===== config.mk =====
export PLATFORM = sky130hd
export DESIGN_NAME = chip_xbar_flat
export DESIGN_NICKNAME = d
export VERILOG_FILES = /design/src/common/chip_pkg.sv /design/src/common/apb_if.sv /design/src/hw/chip_xbar.sv /design/src/flat_wrapper.sv
export SDC_FILE = /design/constraint.sdc
export NUM_CORES = 1
export LEC_CHECK = 0
export BUFFER_PORTS_ARGS = -buffer_cell sky130_fd_sc_hd__buf_2
export CORE_AREA = 2 2 98 100
export DETAILED_ROUTE_END_ITERATION = 10
export DIE_AREA = 0 0 100 102
export PLACE_DENSITY_LB_ADDON = 0.15
export SYNTH_ARGS = -nofsm -noshare
export SYNTH_HDL_FRONTEND = slang
export SYNTH_SLANG_ARGS = --single-unit

===== constraint.sdc =====
create_clock -name vclk -period 1.3
set_input_delay 0.26 -clock vclk [all_inputs]
set_output_delay 0.26 -clock vclk [all_outputs]
set_load 0.01 [all_outputs]

===== src/common/chip_pkg.sv =====
// ~~~~~~~~~~~~~~~~~~~~~~~~~~~~~~~~~~~~~~~~~~~~~~~~~~~~~~~~~~~
// Address map, widths, status codes and shared types of the
// subsystem. Modules import it inside their bodies.
// ~~~~~~~~~~~~~~~~~~~~~~~~~~~~~~~~~~~~~~~~~~~~~~~~~~~~~~~~~~~
`default_nettype none

package chip_pkg;

  // Bus widths
  localparam int ADDR_W = 16;
  localparam int DATA_W = 32;

  // Main RAM
  localparam int RAM_WORDS = 1024;
  localparam int RAM_AW    = $clog2(RAM_WORDS);
  localparam int RAM_BYTES = RAM_WORDS * 4;

  // GPIO block, 256 bytes of register space
  localparam int NUM_GPIOS = 16;
  localparam logic [ADDR_W-1:0] GPIO_BASE = 16'h1000;

  localparam logic [7:0] GPIO_DATA_OUT   = 8'h00;
  localparam logic [7:0] GPIO_OE         = 8'h04;
  localparam logic [7:0] GPIO_MASKED_OUT = 8'h08;
  localparam logic [7:0] GPIO_DATA_IN    = 8'h0C;

  // Software test status word inside the RAM
  localparam logic [ADDR_W-1:0] SW_STATUS_ADDR = 16'h0FF0;
  localparam logic [DATA_W-1:0] SW_PASS_CODE   = 32'h0000_900D;
  localparam logic [DATA_W-1:0] SW_FAIL_CODE   = 32'h0000_BAAD;

  typedef logic [ADDR_W-1:0]    addr_t;
  typedef logic [DATA_W-1:0]    data_t;
  typedef logic [RAM_AW-1:0]    word_addr_t;
  typedef logic [NUM_GPIOS-1:0] gpio_t;

  // Result monitor states
  typedef enum logic [1:0] {
    ST_RUNNING = 2'd0,
    ST_PASSED  = 2'd1,
    ST_FAILED  = 2'd2
  } sw_state_e;

endpackage

`default_nettype wire


===== src/common/apb_if.sv =====
// ~~~~~~~~~~~~~~~~~~~~~~~~~~~~~~~~~~~~~~~~~~~~~~~~~~~~~~~~~~~
// APB signal bundle. The host modport issues transfers, the
// target modport answers them.
// ~~~~~~~~~~~~~~~~~~~~~~~~~~~~~~~~~~~~~~~~~~~~~~~~~~~~~~~~~~~
`default_nettype none

interface apb_if;
  import chip_pkg::*;

  logic  psel;
  logic  penable;
  logic  pwrite;
  addr_t paddr;
  data_t pwdata;
  data_t prdata;
  logic  pready;
  logic  pslverr;

  modport host (
    output psel, penable, pwrite, paddr, pwdata,
    input  prdata, pready, pslverr
  );

  modport target (
    input  psel, penable, pwrite, paddr, pwdata,
    output prdata, pready, pslverr
  );

endinterface

`default_nettype wire


===== src/hw/chip_xbar.sv =====
// ~~~~~~~~~~~~~~~~~~~~~~~~~~~~~~~~~~~~~~~~~~~~~~~~~~~~~~~~~~~
// Single host APB crossbar. Routes each transfer to the RAM or
// the GPIO block and answers unmapped addresses with an error.
// ~~~~~~~~~~~~~~~~~~~~~~~~~~~~~~~~~~~~~~~~~~~~~~~~~~~~~~~~~~~
`default_nettype none

module chip_xbar (
  apb_if.target host_o,
  apb_if.host   ram_o,
  apb_if.host   gpio_o
);
  import chip_pkg::*;

  typedef enum logic [1:0] {
    SEL_RAM  = 2'd0,
    SEL_GPIO = 2'd1,
    SEL_MISS = 2'd2
  } sel_e;

  sel_e sel;

  // Request side, only psel is steered
  assign ram_o.penable  = host_o.penable;
  assign ram_o.pwrite   = host_o.pwrite;
  assign ram_o.paddr    = host_o.paddr;
  assign ram_o.pwdata   = host_o.pwdata;

  assign gpio_o.penable = host_o.penable;
  assign gpio_o.pwrite  = host_o.pwrite;
  assign gpio_o.paddr   = host_o.paddr;
  assign gpio_o.pwdata  = host_o.pwdata;

  always_comb begin
    if (host_o.paddr < addr_t'(RAM_BYTES)) begin
      sel = SEL_RAM;
    end else if (host_o.paddr[ADDR_W-1:8] == GPIO_BASE[ADDR_W-1:8]) begin
      sel = SEL_GPIO;
    end else begin
      sel = SEL_MISS;
    end

    ram_o.psel  = host_o.psel && (sel == SEL_RAM);
    gpio_o.psel = host_o.psel && (sel == SEL_GPIO);

    // Response mux, a miss is answered here in the first access cycle
    case (sel)
      SEL_RAM: begin
        host_o.prdata  = ram_o.prdata;
        host_o.pready  = ram_o.pready;
        host_o.pslverr = ram_o.pslverr;
      end
      SEL_GPIO: begin
        host_o.prdata  = gpio_o.prdata;
        host_o.pready  = gpio_o.pready;
        host_o.pslverr = gpio_o.pslverr;
      end
      default: begin
        host_o.prdata  = '0;
        host_o.pready  = host_o.psel && host_o.penable;
        host_o.pslverr = host_o.psel && host_o.penable;
      end
    endcase

    // One target at most sees a select
    assert (!(ram_o.psel && gpio_o.psel))
      else $error("psel raised toward RAM and GPIO together");
  end

endmodule

`default_nettype wire


===== src/flat_wrapper.sv =====
// flat-port wrapper written by rule: the top's interface ports become plain ports
module chip_xbar_flat import chip_pkg::*;
  (host_o_psel, host_o_penable, host_o_pwrite, host_o_paddr, host_o_pwdata, host_o_prdata, host_o_pready, host_o_pslverr, ram_o_psel, ram_o_penable, ram_o_pwrite, ram_o_paddr, ram_o_pwdata, ram_o_prdata, ram_o_pready, ram_o_pslverr, gpio_o_psel, gpio_o_penable, gpio_o_pwrite, gpio_o_paddr, gpio_o_pwdata, gpio_o_prdata, gpio_o_pready, gpio_o_pslverr);
  apb_if host_o_i ();
  apb_if ram_o_i ();
  apb_if gpio_o_i ();
  input wire logic [$bits(host_o_i.psel)-1:0] host_o_psel;
  input wire logic [$bits(host_o_i.penable)-1:0] host_o_penable;
  input wire logic [$bits(host_o_i.pwrite)-1:0] host_o_pwrite;
  input wire logic [$bits(host_o_i.paddr)-1:0] host_o_paddr;
  input wire logic [$bits(host_o_i.pwdata)-1:0] host_o_pwdata;
  output wire logic [$bits(host_o_i.prdata)-1:0] host_o_prdata;
  output wire logic [$bits(host_o_i.pready)-1:0] host_o_pready;
  output wire logic [$bits(host_o_i.pslverr)-1:0] host_o_pslverr;
  output wire logic [$bits(ram_o_i.psel)-1:0] ram_o_psel;
  output wire logic [$bits(ram_o_i.penable)-1:0] ram_o_penable;
  output wire logic [$bits(ram_o_i.pwrite)-1:0] ram_o_pwrite;
  output wire logic [$bits(ram_o_i.paddr)-1:0] ram_o_paddr;
  output wire logic [$bits(ram_o_i.pwdata)-1:0] ram_o_pwdata;
  input wire logic [$bits(ram_o_i.prdata)-1:0] ram_o_prdata;
  input wire logic [$bits(ram_o_i.pready)-1:0] ram_o_pready;
  input wire logic [$bits(ram_o_i.pslverr)-1:0] ram_o_pslverr;
  output wire logic [$bits(gpio_o_i.psel)-1:0] gpio_o_psel;
  output wire logic [$bits(gpio_o_i.penable)-1:0] gpio_o_penable;
  output wire logic [$bits(gpio_o_i.pwrite)-1:0] gpio_o_pwrite;
  output wire logic [$bits(gpio_o_i.paddr)-1:0] gpio_o_paddr;
  output wire logic [$bits(gpio_o_i.pwdata)-1:0] gpio_o_pwdata;
  input wire logic [$bits(gpio_o_i.prdata)-1:0] gpio_o_prdata;
  input wire logic [$bits(gpio_o_i.pready)-1:0] gpio_o_pready;
  input wire logic [$bits(gpio_o_i.pslverr)-1:0] gpio_o_pslverr;
  assign host_o_i.psel = host_o_psel;
  assign host_o_i.penable = host_o_penable;
  assign host_o_i.pwrite = host_o_pwrite;
  assign host_o_i.paddr = host_o_paddr;
  assign host_o_i.pwdata = host_o_pwdata;
  assign host_o_prdata = host_o_i.prdata;
  assign host_o_pready = host_o_i.pready;
  assign host_o_pslverr = host_o_i.pslverr;
  assign ram_o_psel = ram_o_i.psel;
  assign ram_o_penable = ram_o_i.penable;
  assign ram_o_pwrite = ram_o_i.pwrite;
  assign ram_o_paddr = ram_o_i.paddr;
  assign ram_o_pwdata = ram_o_i.pwdata;
  assign ram_o_i.prdata = ram_o_prdata;
  assign ram_o_i.pready = ram_o_pready;
  assign ram_o_i.pslverr = ram_o_pslverr;
  assign gpio_o_psel = gpio_o_i.psel;
  assign gpio_o_penable = gpio_o_i.penable;
  assign gpio_o_pwrite = gpio_o_i.pwrite;
  assign gpio_o_paddr = gpio_o_i.paddr;
  assign gpio_o_pwdata = gpio_o_i.pwdata;
  assign gpio_o_i.prdata = gpio_o_prdata;
  assign gpio_o_i.pready = gpio_o_pready;
  assign gpio_o_i.pslverr = gpio_o_pslverr;
  chip_xbar u_core (.host_o(host_o_i), .ram_o(ram_o_i), .gpio_o(gpio_o_i));
endmodule

==> impl_summary.md <==
Synthesis
The number of nets in the synthesized netlist is 343. The distinct cell type count of the synthesized netlist is 18. The Yosys step of the flow raised 0 warnings. The synthesized netlist cell count is 224. The share of the Yosys chip area taken by registers is 0. The post-synthesis instance area is 1460 um2. The synthesized area per cell is 6.50 um2.

Timing
The routed design could run at a clock period as short as 1.60 ns. For this run, the top clock speed supported by timing is 626 MHz. The count of endpoints failing setup in the final report is 36.

Once routing completed, OpenROAD measured the worst setup slack at -0.297 ns. The relative slew slack is 0.866. Setup repair after global routing could not meet its margin everywhere. The number of hold violations in the final report was 0.

The measured slew at the worst slew-check pin is 0.199 ns. The setup TNS after final layout is -9.29 ns. The final max-slew violation count is 0. Dividing the final minimum period by the clock period gives 1.23.

Worst setup path
The kind of critical path is in -> out. The cell family contributing the most delay on the critical path is buffers and inverters. Along the worst path, the maximum fanout reaches 9. The critical path startpoint category is an input pin. The number of buffers and inverters on the critical path is 4. The slowest cell on the critical path is sky130_fd_sc_hd__nor4_4. The largest single stage delay on the critical path is 0.26 ns. STA puts the critical path data arrival time at 1.34 ns. The signal on the critical path passes through buf_8 -> nor4_4 -> buf_6 -> clkbuf_16 -> nand3_1 -> a21oi_2 -> buf_2. STA classifies the critical path endpoint as an output port.

STA puts the critical path data required time at 1.04 ns.

Final layout
The flip-flop and latch count is 0. The number of clock-tree buffers in the layout is 0. The most common cell after layout, fill and taps aside is sky130_fd_sc_hd__buf_2.

The library cells used most frequently in the layout, excluding fill and tap cells, are 124 x sky130_fd_sc_hd__buf_2, 32 x sky130_fd_sc_hd__nand2_1, 32 x sky130_fd_sc_hd__a21oi_2. Of the cells placed in the final design, the portion with a size suffix greater than 1 is 0.757. The number of antenna cells inserted is 0. The final cell count without fillers is 374. The area growth from synthesis to final layout is 27.0%.

The sequential standard cell area is 0 um2. At the end of the flow, the number of nets in the layout was 384.

Pwr
The analysis attributes to cell leakage a power of 0.879 nW. The power density over the cells is 241 nW/um2. Summing internal, switching and leakage power gives 0.445 mW. The worst-case IR drop observed on VDD is 105 uV.

Hold path
The worst hold path passes through 0 cells. For hold timing, the worst endpoint is ram_o_pwdata[2]. The class of the tightest hold or removal check is in -> out.

In this run the most critical hold path is launched from host_o_pwdata[2].

Die
The die covers 10,200 um2. The initialized floorplan defines 35 standard-cell rows. The effective utilization at floorplan is 0.160. In this run the horizontal extent of the chip is 100 um.

The die extent in y is 102 um. The I/O pin count is 255. The area of the core is 9110 um2.

Detailed routing
The detail route stage leaves a number of antenna-violating nets equal to 0. The post-detailed-route via-to-cell ratio is 4.04. The first TritonRoute pass finished after 3 iterations. For this block, the routed nets add up to 5540 um of wire. After detailed routing, the average wire length per cell comes to 14.8 um. The total via count after detailed routing is 1,511. In the routed design, unresolved DRC markers number 0. The number of DRC markers in iteration 0 is 12.

GRT
The maximum number of pins on one net before global-route repair is 37. The number of antenna violations at the first check in global routing is 0. The first-pass GRT wire length is 7110 um.

The aggregate global routing overflow is 0. In the global route stage, overall resource usage came out at 0.0863. The number of global-route vias before repair was 1,440.

Placement
The estimated wirelength of the detail-placed design is 4060 um. The count of buffers added on input and output ports is 132. The final RePlAce weighted congestion is 0.665. The number of placed cells counting well taps is 368.

Outcome
The final reports fail on setup timing. The run finished, with violations left.

CTS
The number of hold-repair buffers added at the cts stage is 0.

Flow run
Max-cap violations in this run came to 0.
## final cells by class
| cell class | count | area [um2] |
|---|---|---|
| multi-input cells | 109 | 723 |
| well taps | 111 | 139 |
| fillers | 1054 | 7260 |
| repair buffers | 153 | 983 |
| inverters | 1 | 3.75 |
## logic make-up (layout without fill, tap and decap cells)
| group | count (synthesis) | after routing | share of synthesized area |
|---|---|---|---|
| buffers and inverters | 115 | 154 | 0.627 |
| AND/OR/NAND/NOR | 74 | 74 | 0.247 |
| AO/OA/AOI/OAI | 35 | 35 | 0.125 |
## timing repair
item	CTS	global route
gates resized for setup	16	10
pin swaps	1	3
setup endpoints to repair	36	36
buffers inserted	2	1
cloned	0	3
## stage by stage
stage | area [um2] | hold WS [ns] | util | setup slack, ns
finish | 1850 | 0.520 | 0.203 | -0.297
global route | 1850 | 0.520 | 0.203 | -0.337
CTS | 1730 | 0.520 | 0.190 | -0.306
detailed placement | 1640 | 0.520 | 0.180 | -0.343
global placement | 1640 | 0.520 | 0.180 | -0.326
floorplan | 1590 | 0.612 | - | -0.124
## worst max path at each step
stage,startpoint,endpoint,cells past startpoint
global placement,host_o_paddr[13],host_o_prdata[1],5
detailed placement,host_o_paddr[13],host_o_prdata[1],5
global route,host_o_paddr[8],host_o_prdata[12],7
finish,host_o_paddr[8],host_o_prdata[1],7
CTS,host_o_paddr[10],host_o_pready,6
floorplan,host_o_paddr[10],host_o_prdata[0],4
## power breakdown
part	total (mW)	switching (mW)	internal [mW]
clock network	0	0	0
logic	0.445	0.219	0.226
registers	0	0	0
total	0.445	0.219	0.226
## synthesized netlist by cell type
cell                       instances  area [um2]
sky130_fd_sc_hd__clkbuf_1          1        3.75
sky130_fd_sc_hd__or3_1             1        6.26
sky130_fd_sc_hd__clkbuf_8          6        82.6
sky130_fd_sc_hd__clkinv_1          1        3.75
sky130_fd_sc_hd__and3_1            1        6.26
sky130_fd_sc_hd__nand4b_1          1        8.76
sky130_fd_sc_hd__nor3_1            1        5.00
sky130_fd_sc_hd__nand3_1          34         170
sky130_fd_sc_hd__a21oi_1          32         160
sky130_fd_sc_hd__nand4_1           2        12.5
sky130_fd_sc_hd__a31oi_1           2        12.5
sky130_fd_sc_hd__buf_2             1        5.00
sky130_fd_sc_hd__buf_6             6        67.6
sky130_fd_sc_hd__nor4_4            1        21.3
sky130_fd_sc_hd__nand2_1          32         120
sky130_fd_sc_hd__buf_4           100         751
sky130_fd_sc_hd__and4_2            1        10.0
sky130_fd_sc_hd__o311a_1           1        10.0
## per-layer routing
metal,share of wire,vias to the layer above,GRT usage
met3,0.12,29,0.0246
met1,0.35,649,0.0827
met5,0,-,0
met2,0.51,107,0.175
met4,0.029,0,0.0295
li1,-,726,-
No activity file was read; power rests on OpenSTA's default activity.
