[src/common/chip_pkg.sv]
// ~~~~~~~~~~~~~~~~~~~~~~~~~~~~~~~~~~~~~~~~~~~~~~~~~~~~~~~~~~~
// Address map, widths, status codes and shared types of the
// subsystem. Modules import it inside their bodies.
// ~~~~~~~~~~~~~~~~~~~~~~~~~~~~~~~~~~~~~~~~~~~~~~~~~~~~~~~~~~~
`default_nettype none

package chip_pkg;

  // Bus widths
  localparam int ADDR_W = 16;
  localparam int DATA_W = 32;

  // Main RAM
  localparam int RAM_WORDS = 1024;
  localparam int RAM_AW    = $clog2(RAM_WORDS);
  localparam int RAM_BYTES = RAM_WORDS * 4;

  // GPIO block, 256 bytes of register space
  localparam int NUM_GPIOS = 16;
  localparam logic [ADDR_W-1:0] GPIO_BASE = 16'h1000;

  localparam logic [7:0] GPIO_DATA_OUT   = 8'h00;
  localparam logic [7:0] GPIO_OE         = 8'h04;
  localparam logic [7:0] GPIO_MASKED_OUT = 8'h08;
  localparam logic [7:0] GPIO_DATA_IN    = 8'h0C;

  // Software test status word inside the RAM
  localparam logic [ADDR_W-1:0] SW_STATUS_ADDR = 16'h0FF0;
  localparam logic [DATA_W-1:0] SW_PASS_CODE   = 32'h0000_900D;
  localparam logic [DATA_W-1:0] SW_FAIL_CODE   = 32'h0000_BAAD;

  typedef logic [ADDR_W-1:0]    addr_t;
  typedef logic [DATA_W-1:0]    data_t;
  typedef logic [RAM_AW-1:0]    word_addr_t;
  typedef logic [NUM_GPIOS-1:0] gpio_t;

  // Result monitor states
  typedef enum logic [1:0] {
    ST_RUNNING = 2'd0,
    ST_PASSED  = 2'd1,
    ST_FAILED  = 2'd2
  } sw_state_e;

endpackage

`default_nettype wire

[src/common/mem_wr_if.sv]
// ~~~~~~~~~~~~~~~~~~~~~~~~~~~~~~~~~~~~~~~~~~~~~~~~~~~~~~~~~~~
// RAM write commit bundle, driven by the RAM and snooped by
// the test status monitor.
// ~~~~~~~~~~~~~~~~~~~~~~~~~~~~~~~~~~~~~~~~~~~~~~~~~~~~~~~~~~~
`default_nettype none

interface mem_wr_if;
  import chip_pkg::*;

  logic       commit;
  word_addr_t word_addr;
  data_t      wdata;

  modport ram (output commit, word_addr, wdata);

  modport monitor (input commit, word_addr, wdata);

endinterface

`default_nettype wire

[src/hw/sw_status.sv]
// ~~~~~~~~~~~~~~~~~~~~~~~~~~~~~~~~~~~~~~~~~~~~~~~~~~~~~~~~~~~
// Software test status monitor. Watches RAM commits to the
// status word and holds a sticky done and passed result.
// ~~~~~~~~~~~~~~~~~~~~~~~~~~~~~~~~~~~~~~~~~~~~~~~~~~~~~~~~~~~
`default_nettype none

module sw_status (
  input  logic       clk_i,
  input  logic       rst_i,
  mem_wr_if.monitor  wr_i,
  output logic       test_done_o,
  output logic       test_passed_o
);
  import chip_pkg::*;

  sw_state_e state_q;
  logic      status_hit;

  assign status_hit = wr_i.commit && (wr_i.word_addr == SW_STATUS_ADDR[RAM_AW+1:2]);

  // First pass or fail code wins, later writes are ignored
  always_ff @(posedge clk_i) begin
    if (rst_i) begin
      state_q <= ST_RUNNING;
    end else if (state_q == ST_RUNNING && status_hit) begin
      if (wr_i.wdata == SW_PASS_CODE) begin
        state_q <= ST_PASSED;
      end else if (wr_i.wdata == SW_FAIL_CODE) begin
        state_q <= ST_FAILED;
      end
    end
  end

  assign test_done_o   = (state_q != ST_RUNNING);
  assign test_passed_o = (state_q == ST_PASSED);

  a_passed_done : assert property (
    @(posedge clk_i) disable iff (rst_i)
    test_passed_o |-> test_done_o
  ) else $error("test passed without test done");

endmodule

`default_nettype wire

[src/flat_wrapper.sv]
// flat-port wrapper written by rule: the top's interface ports become plain ports
module sw_status_flat import chip_pkg::*;
  (clk_i, rst_i, test_done_o, test_passed_o, wr_i_commit, wr_i_word_addr, wr_i_wdata);
  mem_wr_if wr_i_i ();
  input  logic clk_i;
  input  logic rst_i;
  output logic test_done_o;
  output logic test_passed_o;
  input wire logic [$bits(wr_i_i.commit)-1:0] wr_i_commit;
  input wire logic [$bits(wr_i_i.word_addr)-1:0] wr_i_word_addr;
  input wire logic [$bits(wr_i_i.wdata)-1:0] wr_i_wdata;
  assign wr_i_i.commit = wr_i_commit;
  assign wr_i_i.word_addr = wr_i_word_addr;
  assign wr_i_i.wdata = wr_i_wdata;
  sw_status u_core (.clk_i(clk_i), .rst_i(rst_i), .wr_i(wr_i_i), .test_done_o(test_done_o), .test_passed_o(test_passed_o));
endmodule
[config.mk]
export PLATFORM = sky130hd
export DESIGN_NAME = sw_status_flat
export DESIGN_NICKNAME = d
export VERILOG_FILES = /design/src/common/chip_pkg.sv /design/src/common/mem_wr_if.sv /design/src/hw/sw_status.sv /design/src/flat_wrapper.sv
export SDC_FILE = /design/constraint.sdc
export NUM_CORES = 1
export LEC_CHECK = 0
export BUFFER_PORTS_ARGS = -buffer_cell sky130_fd_sc_hd__buf_2
export CAP_MARGIN = 10
export CORE_AREA = 2 2 39 41
export CTS_CLUSTER_DIAMETER = 30
export CTS_CLUSTER_SIZE = 10
export DETAILED_ROUTE_END_ITERATION = 8
export DIE_AREA = 0 0 41 43
export GPL_ROUTABILITY_DRIVEN = 0
export MAX_ROUTING_LAYER = met4
export PLACE_DENSITY_LB_ADDON = 0.25
export SYNTH_ARGS = -nofsm -noshare
export SYNTH_HDL_FRONTEND = slang
export SYNTH_SLANG_ARGS = --single-unit
[constraint.sdc]
create_clock -name clk_i -period 1.6 [get_ports clk_i]
set_clock_uncertainty 0.1 [all_clocks]
set_input_delay 0.24 -clock clk_i [delete_from_list [all_inputs] [get_ports clk_i]]
set_output_delay 0.24 -clock clk_i [all_outputs]
set_load 0.03 [all_outputs]
==> results of run 1 <==
[worst register-to-register path, cell delays in order, from the launching register on]
cell	delay [ns]
dfxtp_1	0.29
or2_2	0.30
nor4_1	0.26
nand4_1	0.18
o22ai_2	0.14
[routing by layer]
layer,GRT usage (%),routed length (um),vias up
li1,-,-,208
met1,7.67,270,157
met2,17.8,375,49
met3,3.14,222,4
met4,16.0,42,0
met5,-,0,-
[cell families (layout without fill, tap and decap cells)]
family / Yosys count / count (layout) / share of synthesized area (%)
simple gates: 20 / 20 / 66.7
flops: 2 / 2 / 18.4
compound gates: 2 / 2 / 11.5
buf+inv: 2 / 51 / 3.45
[through the flow]
step	hold WS (ns)	power, mW	std cells	worst slack [ns]	util (%)
4_1_cts	0.142	0.233	91	0.211	35.4
6_report	0.148	0.225	91	0.223	35.4
2_1_floorplan	0.241	0.0599	26	0.146	-
3_3_place_gp	0.385	0.112	88	-0.0327	33.8
5_1_grt	0.139	0.250	91	0.135	35.4
3_5_place_dp	0.385	0.113	88	-0.0327	33.8
[worst max-delay path by stage]
stage                               from  depth (start not counted)           endpoint  slack [ns]
after CTS                 wr_i_wdata[10]                          5  u_core.state_q[0]        0.21
after global placement    wr_i_wdata[10]                          5  u_core.state_q[0]       -0.03
after floorplan           wr_i_wdata[17]                          4  u_core.state_q[1]        0.15
final                     wr_i_wdata[10]                          5  u_core.state_q[0]        0.22
after global routing      wr_i_wdata[10]                          5  u_core.state_q[0]        0.13
after detailed placement  wr_i_wdata[10]                          5  u_core.state_q[0]       -0.03
[cell usage in the layout (no fill, tap or decap), drive strengths merged]
cell / Yosys / final
clkbuf: 0 / 3
and3: 1 / 1
or2: 1 / 1
nand3: 2 / 2
dfxtp: 2 / 2
nor4bb: 1 / 1
nor3: 1 / 1
nor2: 2 / 2
nand4: 3 / 3
o22ai: 2 / 2
nor4: 4 / 4
or4b: 5 / 5
inv: 2 / 2
buf: 0 / 46
[power groups by stage]
stage	Combinational, mW	Sequential (mW)	Clock [mW]
2_1_floorplan	0.00903	0.0509	0
6_report	0.0612	0.0503	0.113
3_5_place_dp	0.0623	0.0509	0
3_3_place_gp	0.0608	0.0509	0
5_1_grt	0.0697	0.0502	0.130
4_1_cts	0.0625	0.0502	0.121
[cell type report]
class	count	area share, %
Clock buffer	3	4.59
Inverter	2	1.53
Multi-Input combinational cell	22	34.7
Sequential cell	2	8.16
Tap cell	16	4.08
Timing Repair Buffer	46	46.9
==> metrics.cfg, run 1 <==
[worst_setup_path]
slowest_stage=or4b_1
arrival_ns=1.43
rrSetupSlack_ns=0.26
max_stage_delay_ns=0.52
crit_family=simple AND/OR/NAND/NOR gates
r2r-end=u_core.state_q[0]
worstPathMaxFanout=2
cp_num_buf_inv=1
crit_chain=buf_2, or4b_1, nor4_1, nand4_1, o22ai_2
reg2reg_from=u_core.state_q[0]
cp.required_ns=1.65
end_kind=flop
start_kind=input pin
crit_type=input pin to flop
r2r_cells=4

[power]
power_frac_comb_pct=27.2
seqPwrFrac_pct=22.3
powerDensity_nw_per_um2=459
internal_power_mw=0.176
clock_power_share_pct=50.4
swShare_pct=21.7
vdd_drop_max_mv=0.188
p_leak_nw=0.252
power_switching_mw=0.0487

[global_route]
grt_overflow_total=0
track_usage_pct=11.4
grt_max_degree=4
grt_pass1_wl_um=1150
antenna_found_initial=0
grt_pass1_vias=352

[sta]
rsz0062_at_grt=no
tns_ns=0
finalSetupViolations=0
period_needed_ns=1.38
finalMaxSlewViolations=0
max_slew_margin_pct=80.3
max_freq_ghz=0.726
hold_violations=0
period_share_pct=86.1
tightestPinTransition_ns=0.292

[worst_hold_path]
min_to=u_core.state_q[1]
hold_depth=2
hold_path_class=input pin to flop
min-delay-start=rst_i

[clocking]
cts_setup_buffers=0
cts.sinks=2
clockBufferDepth=2
hold_buffers=0
post_cts_resized=0
tritoncts=built
clk_latency_ns=0.23
cts_root_buf=clkbuf_4
path_clk_slew_ns=0.03
cts_buffers=3
cts_max_level=1

[yosys]
synth-warning-count=0
syn_avg_cell_area_sq_um=8.37
synth.top_cell.area_share_pct=23.0
netlist_instances=26
ys_ff_latch=2
ys.flop_type=dfxtp_1
seq_area_frac_synth_pct=18.4
ys_types=13
synthesis.area_sq_um=218
synth_edf_count=0
synth_nets=71
yosys-top-cells-count=5 x or4b_1, 3 x nand4_1, 3 x nor4_1
async_flop_share_pct=0
yosysMostFrequentCell=or4b_1
synth_area_leaders=or4b_1 23%, dfxtp_1 18%, o22ai_2 11%, nand4_1 8.6%, nor4_1 8.6%
yosysTopAreaCell=or4b_1

[route]
vias_per_cell=4.59
dr.pass1.iters=1
drc=0
ant_nets=0
dr.first_iter.drc_count=0
wl_per_cell_um=10.0
drt-total-wl_um=910
num_vias=418

[finish]
multiInputGateArea_sq_um=170
seqCellArea_sq_um=40.0
final_area_sq_um=490
largest_register=u_core.state_q
final_nets=122
largest_reg_flops=2
reg_top3=u_core.state_q: 2 flops
syn2layout_area_growth_pct=125
drive_gt1_share_pct=70.7
n_antenna_cell=0
fill_cells=150

[floorplanning]
dieArea_sq_um=1760
row_count=14
start_util_pct=15.7
die_w_um=41
pin_count=47
core_sq_um=1380
die_h_um=43

[job]
cap_violations=0

[placed_design]
placed_area_sq_um=468
port_buffers=46

[status]
status=complete, no violations

(Power assumes the default switching activity.)
==> run 2, diff against run 1 <==
--- a/config.mk
+++ b/config.mk
@@ -5,7 +5,7 @@
 export SDC_FILE = /design/constraint.sdc
 export NUM_CORES = 1
 export LEC_CHECK = 0
-export BUFFER_PORTS_ARGS = -buffer_cell sky130_fd_sc_hd__buf_2
+export BUFFER_PORTS_ARGS = -buffer_cell sky130_fd_sc_hd__buf_4
 export CAP_MARGIN = 10
 export CORE_AREA = 2 2 39 41
 export CTS_CLUSTER_DIAMETER = 30
==> metrics.cfg, run 2 (synthesis gave the netlist of run 1 again) <==
[global_route]
grt_pass1_vias=408  ; +16%
grt_max_degree=4  ; unchanged
track_usage_pct=12.8  ; +1.4 points
grt_overflow_total=0  ; unchanged
antenna_found_initial=0  ; unchanged
grt_pass1_wl_um=1320  ; +16%

[worst_setup_path]
worstPathMaxFanout=2  ; unchanged
cp-startpoint=wr_i_wdata[10]
cp_num_buf_inv=1  ; unchanged
cp.required_ns=1.65  ; about the same
slowest_stage=or4b_1
max_stage_delay_ns=0.51  ; about the same
rrSetupSlack_ns=0.25  ; about the same
r2r_cells=4  ; unchanged
reg2reg_from=u_core.state_q[0]
end_kind=flop
r2r-end=u_core.state_q[1]
crit_chain=buf_4, or4b_1, nor4_1, nand4_1, o22ai_2
start_kind=input pin
crit_family=simple AND/OR/NAND/NOR gates
arrival_ns=1.44  ; about the same
crit_type=input pin to flop

[clocking]
hold_buffers=0  ; unchanged
cts_buffers=3  ; unchanged
tritoncts=built
clk_latency_ns=0.22  ; about the same
cts.sinks=2  ; unchanged
post_cts_resized=0  ; unchanged
cts_root_buf=clkbuf_4
cts_max_level=1  ; unchanged
path_clk_slew_ns=0.03  ; about the same
clockBufferDepth=2  ; unchanged
cts_setup_buffers=0  ; unchanged

[finish]
final_area_sq_um=606  ; +23%
reg_top3=u_core.state_q: 2 flops
final_cells=91  ; unchanged
final_common_cell=buf_4
n_antenna_cell=0  ; unchanged
drive_gt1_share_pct=70.7  ; unchanged
largest_reg_flops=2  ; unchanged
final_nets=122  ; unchanged
post-route-util_pct=43.8  ; +8.3 points
largest_register=u_core.state_q
mostFrequentLayoutCells=46 x buf_4, 5 x or4b_1, 3 x nor4_1, 3 x nand4_1, 3 x clkbuf_4
syn2layout_area_growth_pct=178
fill_cells=154  ; +2.7%

[power]
seqPwrFrac_pct=20.1  ; -2.2 points
swShare_pct=17.7  ; -4.0 points
vdd_drop_max_mv=0.190  ; +0.82%
power.total_mw=0.250  ; +11%
p_leak_nw=0.290  ; +15%
clock_power_share_pct=43.4  ; -7.0 points
power_switching_mw=0.0441  ; -9.4%
powerDensity_nw_per_um2=412  ; -10%
power_frac_comb_pct=36.4  ; +9.2 points
internal_power_mw=0.206  ; +17%

[sta]
rsz0062_at_grt=no
hold_violations=0  ; unchanged
finalMaxSlewViolations=0  ; unchanged
fin_ws_ns=0.211  ; -0.0115 ns
max_freq_ghz=0.720  ; -0.83%
tightestPinTransition_ns=0.278  ; -0.0140 ns
period_needed_ns=1.39  ; +0.0115 ns
tns_ns=0  ; unchanged
holdWs_ns=0.135  ; -0.0132 ns
period_share_pct=86.8  ; +0.72 points
finalSetupViolations=0  ; unchanged
max_slew_margin_pct=81.2  ; +0.94 points

[placed_design]
dp_slack_ns=-0.0379  ; -0.00516 ns
dp_cells=88  ; unchanged
placed_area_sq_um=583  ; +25%
port_buffers=46  ; unchanged

[route]
dr.first_iter.drc_count=0  ; unchanged
ant_nets=0  ; unchanged
dr.pass1.iters=1  ; unchanged
drt-total-wl_um=982  ; +7.9%
wl_per_cell_um=10.8  ; +7.9%
drc=0  ; unchanged
num_vias=434  ; +3.8%
vias_per_cell=4.77  ; +3.8%

[worst_hold_path]
hold_depth=2  ; unchanged
min-delay-start=rst_i
hold_path_class=input pin to flop
min_to=u_core.state_q[0]

[floorplanning]
dieArea_sq_um=1760  ; unchanged
pin_count=47  ; unchanged
start_util_pct=15.7  ; unchanged
die_h_um=43  ; unchanged
row_count=14  ; unchanged
die_w_um=41  ; unchanged
core_sq_um=1380  ; unchanged

[job]
cap_violations=0  ; unchanged

[status]
status=complete, no violations

## run 2: cell counts in the layout (fill, tap and decap cells not counted)
No cell type changed its count.
## run 2: power groups by stage
| stage | clock, mW | combinational (mW) | sequential [mW] |
|---|---|---|---|
| floorplan | 0 | 0.00903 | 0.0509 |
| global placement | 0 | 0.0906 | 0.0509 |
| detailed placement | 0 | 0.0925 | 0.0509 |
| CTS | 0.116 | 0.0926 | 0.0503 |
| global route | 0.126 | 0.0991 | 0.0502 |
| finish | 0.108 | 0.0909 | 0.0503 |
## run 2: worst max path at each step
stage,endpoint,cells past startpoint
finish,u_core.state_q[1],5
global route,u_core.state_q[1],5
floorplan,u_core.state_q[1],4
CTS,u_core.state_q[0],5
global placement,u_core.state_q[0],5
detailed placement,u_core.state_q[1],5
## run 2: layout make-up
| cell class | count | area (sq um) | area share, % |
|---|---|---|---|
| clock buffers | 3 | 22.5 | 3.72 |
| inverters | 2 | 7.51 | 1.24 |
| multi-input cells | 22 | 170 | 28.1 |
| flip-flops and latches | 2 | 40.0 | 6.61 |
| well taps | 16 | 20.0 | 3.31 |
| repair buffers | 46 | 345 | 57.0 |
## run 2: per-layer routing
metal	wire (um)	share of wire (%)	vias up	global-route usage [%]
li1	-	-	208	-
met1	260	26	177	9.87
met2	420	43	47	19.1
met3	278	28	2	6.28
met4	23	2.3	0	14.0
met5	0	0	-	-
==> run 3, diff against run 2 <==
--- a/config.mk
+++ b/config.mk
@@ -5,6 +5,7 @@
 export SDC_FILE = /design/constraint.sdc
 export NUM_CORES = 1
 export LEC_CHECK = 0
+export ABC_AREA = 1
 export BUFFER_PORTS_ARGS = -buffer_cell sky130_fd_sc_hd__buf_4
 export CAP_MARGIN = 10
 export CORE_AREA = 2 2 39 41
==> metrics.cfg, run 3 <==
[yosys]
yosys-top-cells-count=29 x nand2_1, 28 x nor2_1, 14 x inv_1
synth_nets=131  ; +85%
synthesis.area_sq_um=374  ; +72%
netlist_instances=86  ; +230%
syn_avg_cell_area_sq_um=4.35  ; -48%
seq_area_frac_synth_pct=10.7  ; -7.7 points
ys_types=11  ; -2
yosysTopAreaCell=nand2_1
synth.top_cell.area_share_pct=29.1  ; +6.1 points
ys_ff_latch=2  ; unchanged
synth-warning-count=0  ; unchanged
synth_area_leaders=nand2_1 29%, nor2_1 28%, inv_1 14%, dfxtp_1 11%, nand3_1 5.4%
yosysMostFrequentCell=nand2_1
ys.flop_type=dfxtp_1
synth_edf_count=0  ; unchanged
async_flop_share_pct=0  ; unchanged

[floorplanning]
row_count=14  ; unchanged
dieArea_sq_um=1760  ; unchanged
core_sq_um=1380  ; unchanged
die_w_um=41  ; unchanged
start_util_pct=27.0  ; +11 points
pin_count=47  ; unchanged
die_h_um=43  ; unchanged

[placed_design]
port_buffers=46  ; unchanged
post-dp-hpwl_um=1060
dp_cells=148  ; +68%

[clocking]
cts_buffers=3  ; unchanged
cts_max_level=1  ; unchanged
path_clk_slew_ns=0.03  ; about the same
tritoncts=built
post_cts_resized=0  ; unchanged
cts_setup_buffers=0  ; unchanged
cts.sinks=2  ; unchanged
clk_latency_ns=0.22  ; about the same
hold_buffers=0  ; unchanged
cts_root_buf=clkbuf_4
clockBufferDepth=2  ; unchanged

[route]
wl_met2_um=623  ; +48%
num_vias=621  ; +43%
wl_met3_um=121  ; -56%
drt-total-wl_um=1130  ; +15%
drc=0  ; unchanged
dr.first_iter.drc_count=2  ; +2
ant_nets=0  ; unchanged
met1_length_um=380  ; +46%
vias_per_cell=4.11  ; -14%
highest_layer=met3
wl_per_cell_um=7.45  ; -31%
dr.pass1.iters=2  ; +1

[global_route]
grt_pass1_vias=555  ; +36%
track_usage_pct=14.1  ; +1.2 points
grt_max_degree=4  ; unchanged
grt_overflow_total=0  ; unchanged
antenna_found_initial=0  ; unchanged
grt_pass1_wl_um=1760  ; +33%

[finish]
reg_top3=u_core.state_q: 2 flops
n_antenna_cell=0  ; unchanged
fill_cells=155  ; +0.65%
multiInputGateArea_sq_um=274  ; +61%
drive_gt1_share_pct=40.0  ; -31 points
final_cells=151  ; +66%
mostFrequentLayoutCells=46 x buf_4, 29 x nand2_1, 28 x nor2_1
final_nets=182  ; +49%
final_common_cell=buf_4
syn2layout_area_growth_pct=104
seqCellArea_sq_um=40.0  ; unchanged
largest_register=u_core.state_q
largest_reg_flops=2  ; unchanged

[worst_setup_path]
cp.required_ns=1.26  ; -0.39 ns
start_kind=flop
crit_type=flop to primary output
r2r_cells=7  ; +3
worstPathMaxFanout=3  ; +1
end_kind=primary output
arrival_ns=0.83  ; -0.61 ns

[worst_hold_path]
hold_depth=2  ; unchanged
hold_path_class=input pin to flop

[sta]
max_slew_margin_pct=89.9  ; +8.7 points
tns_ns=0  ; unchanged
finalSetupViolations=0  ; unchanged
tightestPinTransition_ns=0.150  ; -0.128 ns
period_share_pct=73.2  ; -14 points
period_needed_ns=1.17  ; -0.218 ns
finalMaxSlewViolations=0  ; unchanged
max_freq_ghz=0.854  ; +19%
rsz0062_at_grt=no
hold_violations=0  ; unchanged

[status]
status=complete, no violations

[job]
cap_violations=0  ; unchanged

[power]
power.total_mw=0.278  ; +11%
vdd_drop_max_mv=0.208  ; +9.6%
powerDensity_nw_per_um2=365  ; -12%
p_leak_nw=0.436  ; +50%

[run 3: cell types whose count changed after synthesis, moves of 3 or more]
cell | previous run | this run
inv_1 | 2 | 14
nor2_1 | 2 | 28
nor4_1 | 3 | 0
or4b_1 | 5 | 0
nand2_1 | 0 | 29
[run 3: metal layers]
| layer | GRT usage [%] | vias up |
|---|---|---|
| met3 | 0.524 | 0 |
| met4 | 4.00 | 0 |
| met5 | - | - |
| met2 | 28.7 | 27 |
| met1 | 12.1 | 245 |
| li1 | - | 349 |
[run 3: cells by family after synthesis]
family,share of synthesized area (%)
AND/OR/NAND/NOR,70.6
buffers and inverters,16.1
flip-flops,10.7
AO/OA/AOI/OAI,2.68
[run 3: where the power goes]
part / internal [mW] / total [mW] / leakage, nW / switching (mW)
registers: 0.0503 / 0.0503 / 0.0161 / 0.0000000000000114
logic: 0.0810 / 0.119 / 0.406 / 0.0379
clock network: 0.0825 / 0.109 / 0.0138 / 0.0262
total: 0.214 / 0.278 / 0.436 / 0.0640
[run 3: critical path, cell delays in order (launching register included)]
cell     delay (ns)
dfxtp_1        0.33
inv_2          0.04
nand2_2        0.08
buf_4          0.16
[run 3: stage by stage]
step | util [%] | worst slack, ns | hold slack [ns] | cell area (sq um)
3_5_place_dp | 53.4 | 0.477 | 0.311 | 739
3_3_place_gp | 53.4 | 0.502 | 0.311 | 739
6_report | 55.1 | 0.429 | 0.0827 | 762
5_1_grt | 55.1 | 0.395 | 0.0818 | 762
2_1_floorplan | - | 0.514 | 0.209 | 374
4_1_cts | 55.1 | 0.415 | 0.0782 | 762
[run 3: cell type report]
cell class	instances	area share [%]
tap	16	2.63
multi-input combinational	68	36.0
clock buffer	3	2.96
sequential	2	5.25
timing repair buffer	46	45.3
inverter	16	7.88
[run 3: worst paths after layout]
check	from	endpoint	slack, ns
setup / recovery	u_core.state_q[1]	test_done_o	0.43
hold / removal	rst_i	u_core.state_q[1]	0.08
setup reg to reg	u_core.state_q[1]	u_core.state_q[0]	0.56
hold reg to reg	u_core.state_q[1]	u_core.state_q[1]	0.37
